File: src/hdl/mac_pkg.sv
package mac_pkg;

  // default array geometry
  parameter int ROWS_DEF = 2;
  parameter int COLS_DEF = 4;

  // default data widths
  parameter int X_BITS_DEF = 8;
  parameter int K_BITS_DEF = 8;
  parameter int Y_BITS_DEF = 24;

  // multiplier latency, counting the input register
  parameter int DELAY_MUL_DEF = 3;

  // per-beat accumulation opcode
  typedef enum logic [1:0] {
    MAC_ACC    = 2'd0,
    MAC_FIRST  = 2'd1,
    MAC_FINAL  = 2'd2,
    MAC_SINGLE = 2'd3
  } mac_op_e;

  // output shifter occupancy
  typedef enum logic {
    SH_EMPTY = 1'b0,
    SH_DRAIN = 1'b1
  } shift_state_e;

endpackage

File: src/hdl/acc_result_if.sv
`timescale 1ns/1ps

interface acc_result_if #(
  parameter int ROWS   = 2,
  parameter int COLS   = 4,
  parameter int Y_BITS = 24
);

  // finished sums, one word per element
  logic [COLS-1:0][ROWS-1:0][Y_BITS-1:0] sums;
  logic                                  sums_valid;

  // shifter side of the handshake
  logic load;
  logic empty;

  modport array (
    output sums,
    output sums_valid,
    input  load,
    input  empty
  );

  modport shifter (
    input  sums,
    input  sums_valid,
    output load,
    output empty
  );

endinterface

File: src/hdl/pe_control.sv
`timescale 1ns/1ps

module pe_control #(
  parameter int DELAY_MUL = 3
) (
  input  logic             clk,
  input  logic             resetn,
  input  logic             s_valid,
  input  mac_pkg::mac_op_e s_op,
  output logic             s_ready,
  output logic             en,
  output logic             mul_valid,
  output logic             start_sum,
  output logic             end_sum,
  input  logic             sums_valid,
  input  logic             empty
);
  import mac_pkg::*;

  logic                 accept;
  logic                 op_start;
  logic                 op_end;
  logic [DELAY_MUL-1:0] valid_pipe;
  logic [DELAY_MUL-1:0] start_pipe;
  logic [DELAY_MUL-1:0] end_pipe;

  // a finished set that the shifter cannot take stalls everything
  assign en      = !(sums_valid && !empty);
  assign s_ready = en;
  assign accept  = s_valid && en;

  always_comb begin
    op_start = 1'b0;
    op_end   = 1'b0;
    unique case (s_op)
      MAC_ACC: begin
        op_start = 1'b0;
        op_end   = 1'b0;
      end
      MAC_FIRST: begin
        op_start = 1'b1;
      end
      MAC_FINAL: begin
        op_end = 1'b1;
      end
      MAC_SINGLE: begin
        op_start = 1'b1;
        op_end   = 1'b1;
      end
    endcase
  end

  // delay line matched to input register plus multiplier stages
  always_ff @(posedge clk) begin
    if (!resetn) begin
      valid_pipe <= '0;
      start_pipe <= '0;
      end_pipe   <= '0;
    end else if (en) begin
      valid_pipe[0] <= accept;
      start_pipe[0] <= accept && op_start;
      end_pipe[0]   <= accept && op_end;
      for (int i = 1; i < DELAY_MUL; i++) begin
        valid_pipe[i] <= valid_pipe[i-1];
        start_pipe[i] <= start_pipe[i-1];
        end_pipe[i]   <= end_pipe[i-1];
      end
    end
  end

  assign mul_valid = valid_pipe[DELAY_MUL-1];
  assign start_sum = start_pipe[DELAY_MUL-1];
  assign end_sum   = end_pipe[DELAY_MUL-1];

endmodule

File: src/hdl/pe_array.sv
`timescale 1ns/1ps

module pe_array #(
  parameter int ROWS      = 2,
  parameter int COLS      = 4,
  parameter int X_BITS    = 8,
  parameter int K_BITS    = 8,
  parameter int Y_BITS    = 24,
  parameter int DELAY_MUL = 3
) (
  input  logic                           clk,
  input  logic                           resetn,
  input  logic                           en,
  input  logic [ROWS-1:0][X_BITS-1:0]    s_pixels,
  input  logic [COLS-1:0][K_BITS-1:0]    s_weights,
  input  logic                           mul_valid,
  input  logic                           start_sum,
  input  logic                           end_sum,
  acc_result_if.array                    acc
);

  localparam int M_BITS = X_BITS + K_BITS;

  logic [ROWS-1:0][X_BITS-1:0]           px_reg;
  logic [COLS-1:0][K_BITS-1:0]           wt_reg;
  logic [COLS-1:0][ROWS-1:0][M_BITS-1:0] mul_comb;
  logic [COLS-1:0][ROWS-1:0][M_BITS-1:0] mul_out;
  logic [COLS-1:0][ROWS-1:0][Y_BITS-1:0] prod_y;
  logic                                  acc_en;

  // input register, pixels shared along each row
  always_ff @(posedge clk) begin
    if (en) begin
      px_reg <= s_pixels;
      wt_reg <= s_weights;
    end
  end

  for (genvar c = 0; c < COLS; c++) begin : g_col
    for (genvar r = 0; r < ROWS; r++) begin : g_row
      assign mul_comb[c][r] = $signed(px_reg[r]) * $signed(wt_reg[c]);
      // sign extend product to accumulator width
      assign prod_y[c][r]   = Y_BITS'($signed(mul_out[c][r]));
    end
  end

  // remaining DELAY_MUL-1 multiplier stages
  if (DELAY_MUL > 1) begin : g_mul_pipe
    logic [DELAY_MUL-2:0][COLS-1:0][ROWS-1:0][M_BITS-1:0] pipe;

    always_ff @(posedge clk) begin
      if (en) begin
        pipe[0] <= mul_comb;
        for (int i = 1; i < DELAY_MUL-1; i++) begin
          pipe[i] <= pipe[i-1];
        end
      end
    end

    assign mul_out = pipe[DELAY_MUL-2];
  end else begin : g_mul_direct
    assign mul_out = mul_comb;
  end

  assign acc_en = en && mul_valid;

  // accumulators restart on start_sum, otherwise keep adding
  always_ff @(posedge clk) begin
    if (acc_en) begin
      for (int c = 0; c < COLS; c++) begin
        for (int r = 0; r < ROWS; r++) begin
          acc.sums[c][r] <= (start_sum ? '0 : acc.sums[c][r]) + prod_y[c][r];
        end
      end
    end
  end

  // a new end wins over a load in the same cycle
  always_ff @(posedge clk) begin
    if (!resetn) begin
      acc.sums_valid <= 1'b0;
    end else if (acc_en && end_sum) begin
      acc.sums_valid <= 1'b1;
    end else if (acc.load) begin
      acc.sums_valid <= 1'b0;
    end
  end

endmodule

File: src/hdl/out_shifter.sv
`timescale 1ns/1ps

module out_shifter #(
  parameter int ROWS   = 2,
  parameter int COLS   = 4,
  parameter int Y_BITS = 24
) (
  input  logic                        clk,
  input  logic                        resetn,
  acc_result_if.shifter               acc,
  input  logic                        m_ready,
  output logic                        m_valid,
  output logic                        m_last,
  output logic [ROWS-1:0][Y_BITS-1:0] m_data
);
  import mac_pkg::*;

  localparam int CNT_W = (COLS > 1) ? $clog2(COLS) : 1;

  shift_state_e                          state;
  logic [COLS-1:0][ROWS-1:0][Y_BITS-1:0] slots;
  logic [CNT_W-1:0]                      beat_cnt;
  logic                                  beat_done;
  logic                                  final_beat;

  assign acc.empty = (state == SH_EMPTY);
  assign acc.load  = acc.empty && acc.sums_valid;

  // top slot faces the output
  assign m_valid    = (state == SH_DRAIN);
  assign m_data     = slots[COLS-1];
  assign final_beat = (beat_cnt == CNT_W'(COLS-1));
  assign m_last     = m_valid && final_beat;
  assign beat_done  = m_valid && m_ready;

  always_ff @(posedge clk) begin
    if (!resetn) begin
      state    <= SH_EMPTY;
      beat_cnt <= '0;
    end else begin
      case (state)
        SH_EMPTY: begin
          if (acc.load) begin
            state    <= SH_DRAIN;
            beat_cnt <= '0;
          end
        end
        SH_DRAIN: begin
          if (beat_done) begin
            beat_cnt <= beat_cnt + 1'b1;
            if (final_beat) begin
              state <= SH_EMPTY;
            end
          end
        end
        default: begin
          state <= SH_EMPTY;
        end
      endcase
    end
  end

  // capture the whole set, then move one column up per beat
  always_ff @(posedge clk) begin
    if (acc.load) begin
      slots <= acc.sums;
    end else if (beat_done) begin
      for (int c = COLS-1; c > 0; c--) begin
        slots[c] <= slots[c-1];
      end
    end
  end

endmodule

File: src/hdl/mac_engine.sv
`timescale 1ns/1ps

module mac_engine #(
  parameter int ROWS      = mac_pkg::ROWS_DEF,
  parameter int COLS      = mac_pkg::COLS_DEF,
  parameter int X_BITS    = mac_pkg::X_BITS_DEF,
  parameter int K_BITS    = mac_pkg::K_BITS_DEF,
  parameter int Y_BITS    = mac_pkg::Y_BITS_DEF,
  parameter int DELAY_MUL = mac_pkg::DELAY_MUL_DEF
) (
  input  logic                        clk,
  input  logic                        resetn,
  input  logic                        s_valid,
  output logic                        s_ready,
  input  mac_pkg::mac_op_e            s_op,
  input  logic [ROWS-1:0][X_BITS-1:0] s_pixels,
  input  logic [COLS-1:0][K_BITS-1:0] s_weights,
  input  logic                        m_ready,
  output logic                        m_valid,
  output logic                        m_last,
  output logic [ROWS-1:0][Y_BITS-1:0] m_data
);

  logic en;
  logic mul_valid;
  logic start_sum;
  logic end_sum;

  acc_result_if #(
    .ROWS   (ROWS),
    .COLS   (COLS),
    .Y_BITS (Y_BITS)
  ) acc ();

  pe_control #(
    .DELAY_MUL (DELAY_MUL)
  ) u_control (
    .clk        (clk),
    .resetn     (resetn),
    .s_valid    (s_valid),
    .s_op       (s_op),
    .s_ready    (s_ready),
    .en         (en),
    .mul_valid  (mul_valid),
    .start_sum  (start_sum),
    .end_sum    (end_sum),
    .sums_valid (acc.sums_valid),
    .empty      (acc.empty)
  );

  pe_array #(
    .ROWS      (ROWS),
    .COLS      (COLS),
    .X_BITS    (X_BITS),
    .K_BITS    (K_BITS),
    .Y_BITS    (Y_BITS),
    .DELAY_MUL (DELAY_MUL)
  ) u_array (
    .clk       (clk),
    .resetn    (resetn),
    .en        (en),
    .s_pixels  (s_pixels),
    .s_weights (s_weights),
    .mul_valid (mul_valid),
    .start_sum (start_sum),
    .end_sum   (end_sum),
    .acc       (acc.array)
  );

  out_shifter #(
    .ROWS   (ROWS),
    .COLS   (COLS),
    .Y_BITS (Y_BITS)
  ) u_shifter (
    .clk     (clk),
    .resetn  (resetn),
    .acc     (acc.shifter),
    .m_ready (m_ready),
    .m_valid (m_valid),
    .m_last  (m_last),
    .m_data  (m_data)
  );

endmodule

File: config.mk
export PLATFORM = sky130hd
export DESIGN_NAME = mac_engine
export DESIGN_NICKNAME = d
export VERILOG_FILES = /design/src/hdl/mac_pkg.sv /design/src/hdl/acc_result_if.sv /design/src/hdl/pe_control.sv /design/src/hdl/pe_array.sv /design/src/hdl/out_shifter.sv /design/src/hdl/mac_engine.sv
export SDC_FILE = /design/constraint.sdc
export NUM_CORES = 2
export LEC_CHECK = 0
export BUFFER_PORTS_ARGS = -buffer_cell sky130_fd_sc_hd__buf_2
export CAP_MARGIN = 25
export CORE_MARGIN = 2
export CORE_UTILIZATION = 45
export CTS_CLUSTER_DIAMETER = 60
export CTS_CLUSTER_SIZE = 14
export DETAILED_ROUTE_END_ITERATION = 16
export PLACE_DENSITY_LB_ADDON = 0.15
export RECOVER_POWER = 50
export SLEW_MARGIN = 10
export SYNTH_ARGS = -nofsm -noshare
export SYNTH_HDL_FRONTEND = slang
export SYNTH_SLANG_ARGS = --single-unit
File: constraint.sdc
create_clock -name clk -period 14.3 [get_ports clk]
set_clock_uncertainty 0.15 [all_clocks]
set_input_delay 2.86 -clock clk [delete_from_list [all_inputs] [get_ports clk]]
set_output_delay 2.86 -clock clk [all_outputs]
set_load 0.02 [all_outputs]
; Word-level counts from Yosys, hierarchy flattened
; Cells that the tools add are included.
[totals]
word_cells = 104
in_bits = 54
out_inout_bits = 51
reg_bits = 701
[classes]
eq_ne = 6
reduce_logical = 15
bitwise_logic = 1
muxes = 21
mul = 8
addsub = 9
[ops]
columns = op, count
row1 = $mux W144, 2
row2 = $add A24 B24 Y24, 8
row3 = $mux W24, 8
row4 = $mul A8 B8 Y16, 8
row5 = $logic_and A1 B1 Y1, 9
row6 = $mux W1, 7
row7 = $eq A2 B2 Y1 const B, 3
row8 = $mux W2, 2
row9 = $ne A2 B2 Y1 const B, 2
row10 = $pmux W2 S2, 1
row11 = $reduce_bool A2 Y1, 2
row12 = $reduce_or A2 Y1, 2
row13 = $add A2 B1 Y2 const B, 1
row14 = $eq A2 B1 Y1 const B, 1
row15 = $pmux W1 S2, 1
row16 = $reduce_and A2 Y1, 1
row17 = $logic_not A1 Y1, 1
row18 = $not A1 Y1, 1

; Logic depth before layout (Yosys ltp)
[logic_depth]
ltp_word = 5
ltp_mapped = 20
mapped_depth_nobuf = 19

; Cells and area by module
; A second synthesis with hierarchy kept.
[hier_totals]
hier_cells = 4719
hier_area_um2 = 53757.8
[modules_own_cells]
columns = module, instances, seq_area_each_um2, area_each_um2, cells_per_inst
row1 = pe_array, 1, 14914.3, 45102.0, 4259
row2 = out_shifter, 1, 5825.6, 8296.7, 420
row3 = pe_control, 1, 180.2, 359.1, 40

; Worst setup path after synthesis
; No wires, ideal clock.
[synth_path]
path_kind = register -> register
startpoint = reg u_shifter.state (netlist: u_shifter.m_valid)
endpoint = reg u_array.acc.sums[0] (netlist name)
arrival_ns = 14.474
period_less_slack_ns = 15.200
n_path_buf = 2
stages_incl_launch_ff = 6
t_required_ns = 13.575
path_slack_ns = -0.900
setup_time_ns = 0.575
cell_sequence = dfxtp_1 > and2_1 > clkbuf_1 > inv_1 > clkbuf_1 > and2_1
[synth_via]
elab_chain_len = 3
[synth_rtl]
columns = item, line_no
row1 = "start, declared", out_shifter.sv:20  ; shift_state_e state;
row2 = "start signal, assigned", out_shifter.sv:38  ; state <= SH_EMPTY;
row3 = "start signal, assigned", out_shifter.sv:44  ; state <= SH_DRAIN;
row4 = "start signal, assigned", out_shifter.sv:52  ; state <= SH_EMPTY;
row5 = $logic_and A1 B1 Y1, pe_control.sv:28  ; assign en = !(sums_valid && !empty);
row6 = $logic_not A1 Y1, pe_control.sv:28
row7 = via s_ready, mac_engine.sv:14  ; output logic s_ready,
row8 = $logic_and A1 B1 Y1, pe_array.sv:65  ; assign acc_en = en && mul_valid;
row9 = via u_array.acc_en, pe_array.sv:29  ; logic acc_en;
; The timed path passes the listed nets, and every way through them passes these cells.
; A chain may end at the register's enable or synchronous reset.

; Worst setup path in the final report
[layout_path]
startpoint = reg u_shifter.state (netlist: u_shifter.m_valid)
endpoint = reg u_array.g_mul_pipe.pipe[139] (netlist name) (enable)
[layout_via]
elab_chain_len = 1
[layout_rtl]
columns = item, line_no
row1 = $logic_and A1 B1 Y1, pe_control.sv:28
row2 = "end signal, assigned by index", pe_array.sv:55  ; pipe[i] <= pipe[i-1];
row3 = "end, declared", pe_array.sv:49  ; logic [DELAY_MUL-2:0][COLS-1:0][ROWS-1:0][M_BITS-1:0] pipe;
; Every way passes these cells.

==> flow_summary_export.csv <==
group,metric,value,unit
status,outcome,"finished with violations",
status,failed_checks,"max-capacitance violations, max-slew violations",
pwr,p_clk_share,19.7,%
route,via_per_inst,5.10,
worst_setup_path,cp_max_fo,143,
pwr,irDropWorstVdd,0.108,mV
logic_synthesis,syn_area,53200,um^2
clock_network,cts_tree,"done",
layout,final_cell_mix,"inv_1, edfxtp_1, nand2_1, fa_1, ha_1",
floorplanning,die-area,121000,um^2
sta,final-setup-viol-count,0,
worst_setup_path,rr_endpoint,"u_array.g_mul_pipe.pipe[139]",
floorplanning,die_h,348,um
placed_design,portBuffers,104,
pwr,intPower,6610,uW
job,cap_violations,11,
global_routing,antenna_found_initial,13,
clock_network,htreeDepth,3,
layout,final_common_cell,"inv_1",
pwr,seqPwrFrac,30.6,%
worst_setup_path,r2r_start,"u_shifter.m_valid",
route,wl_per_cell,18.2,um
logic_synthesis,synth_nets,5859,
logic_synthesis,ys_types,78,
floorplanning,io_pins,105,
route,drcViolationCount,0,
route,ant_nets,0,
placed_design,dpl.cell_count,6423,
layout,finalNonFillerCells,6563,
logic_synthesis,ys_warn_count,0,
clock_network,cts_hold_buf,0,
global_routing,grt_first_pass_wirelength,192,mm
worst_setup_path,r2r_slack,6080,ps
hold_path,min_from,"u_array.g_mul_pipe.pipe[16]",
worst_setup_path,critical_path_arrival,8100,ps
pwr,p_comb_share,49.7,%
pwr,p_per_area,190,nW/um^2
layout,layout-drive-gt1-share,5.93,%
clock_network,cts_root_buf,"clkbuf_16",
sta,tightest_slew,8260,ps
layout,top_register,"u_array.g_mul_pipe.pipe",
clock_network,cts_resized,0,
sta,fin_tns_setup,0,ps
hold_path,min_delay_worst_endpoint,"u_array.g_mul_pipe.pipe[144]",
worst_setup_path,path_class,"register to register",
logic_synthesis,synthFlopType,"edfxtp_1",
placed_design,routabilityCongestion,0.875,
hold_path,min_path_type,"register to register",
logic_synthesis,ys_ff_latch,701,
clock_network,cts_inserted_buffers,84,
global_routing,track_usage,20.4,%
route,dr.pass1.iters,7,
global_routing,grt_pass1_vias,34000,
clock_network,clkLatencyLatePin,680,ps
clock_network,clockBufferDepth,3,
clock_network,cts.clk_slew.worst_paths,60,ps
layout,largest_register_ffs,256,
sta,relSlewSlack,-451,%
layout,layout.nets,5893,
logic_synthesis,async_reset_ff_share,0,%
sta,rsz0062_at_grt,"no",
sta,fin_ws,6080,ps
placed_design,placed_area,55100,um^2
layout,syn2layout_area_growth,8.60,%
logic_synthesis,ys_seq_area_share,39.3,%
floorplanning,start_util,45.2,%
sta,timing.final.crit_share,57.5,%
logic_synthesis,synth_cells,4940,
worst_setup_path,r2r_cells,3,
pwr,switchingPower,4370,uW
placed_design,hpwlAfterDp,87.0,mm
route,drt_wl_total,120,mm
route,via_count,33500,
logic_synthesis,synth.avg_cell_area,10.8,um^2
pwr,p_sw_share,39.8,%
layout,design_area,57800,um^2
global_routing,grt_overflow,0,
floorplanning,core,118000,um^2
pwr,power.leakage,0.0254,uW
worst_setup_path,end_kind,"register",
sta,fmax,0.122,GHz
layout,reg_top3,"u_array.g_mul_pipe.pipe (256), u_array.acc.sums (192), u_shifter.slots (144)",
sta,period_needed,8220,ps
sta,hold_ws,235,ps
sta,hold_violations,0,
placed_design,place_ws,8780,ps
global_routing,grt_max_degree,144,
hold_path,holdPathStages,0,
logic_synthesis,synth_edf_count,688,
route,dr.first_iter.drc_count,2186,
floorplanning,rows,126,
clock_network,post_cts_buffers,0,
worst_setup_path,start_kind,"register",
clock_network,clock_sinks,701,
worst_setup_path,required,14180,ps
floorplanning,die_w,348,um
sta,finalMaxSlewViolations,688,
[cells in the mapped netlist, drive strengths merged (16+ instances only)]
cell      n  area [um^2]
inv     702         2640
edfxtp  688        20700
nand2   664         2490
fa      448         8970
ha      417         5220
and2    345         2160
nor2b   258         1610
xnor2   229         2010
a21oi   198         1000
clkbuf  143          537
a21o    120          905
nor2    109          409
o21ai   102          510
xor2     71          622
buf      51          372
nand2b   43          269
o21a     37          278
nand3    24          120
a31oi    23          150
o21bai   23          173
nor3     21          105
and3     17          106
nand4    17          106
a211oi   16          130
a21boi   16          120
[through the flow]
| step | total power [uW] | util, % |
|---|---|---|
| after floorplan | 7330 | - |
| after global placement | 8710 | 46.8 |
| after detailed placement | 8780 | 46.8 |
| after CTS | 11000 | 49.2 |
| after global routing | 11900 | 49.1 |
| final | 11000 | 49.1 |
[cells by family after synthesis]
logic type / share of synthesized area, %
AO/OA/AOI/OAI: 7.83
XOR/XNOR: 4.93
adder cells (fa/ha/maj): 26.6
buffers and inverters: 6.65
flip-flops: 39.3
multiplexers: 0.266
AND/OR/NAND/NOR: 14.4
[how the worst max path moves through the flow]
stage	slack, ps	end	cells past startpoint	startpoint
floorplan	3990	u_array.acc.sums[0]	5	u_shifter.m_valid
global placement	8810	u_shifter.slots[140]	5	m_ready
detailed placement	8780	u_shifter.slots[135]	5	m_ready
CTS	8940	u_array.g_mul_pipe.pipe[30]	19	u_array.wt_reg[1]
global route	5210	u_array.wt_reg[6]	3	u_shifter.m_valid
finish	6080	u_array.g_mul_pipe.pipe[139]	3	u_shifter.m_valid
[worst max-delay path, cell delays in order (launching register included)]
cell,delay (ps)
dfxtp_1,370
and2_0,390
clkinvlp_2,740
clkbuf_1,5780
[power by group through the flow]
stage	clock, uW	combinational [uW]	sequential [uW]
after floorplan	0	4140	3180
after global placement	0	5320	3390
after detailed placement	0	5390	3390
after CTS	2230	5430	3350
after global routing	2300	6170	3390
final	2170	5450	3360
[routing by layer]
layer | part of all wire (%) | track usage [%] | vias to the layer above | wire, um
met2 | 42 | 30.1 | 646 | 50700
met5 | 0 | 0 | - | 0
li1 | - | - | 16300 | -
met3 | 5.0 | 3.15 | 145 | 5960
met4 | 2.6 | 5.30 | 0 | 3120
met1 | 50 | 31.1 | 16400 | 60000
[layout make-up]
class / count / area, um^2
Clock inverter: 50 / 639
Antenna cell: 1 / 2.50
Clock buffer: 88 / 2140
Sequential cell: 701 / 20900
Tap cell: 1536 / 1920
Multi-Input combinational cell: 3343 / 28800
Inverter: 702 / 2640
Timing Repair Buffer: 142 / 781
Fill cell: 10700 / 59900
Note: power is estimated with default switching activity, not from simulation.
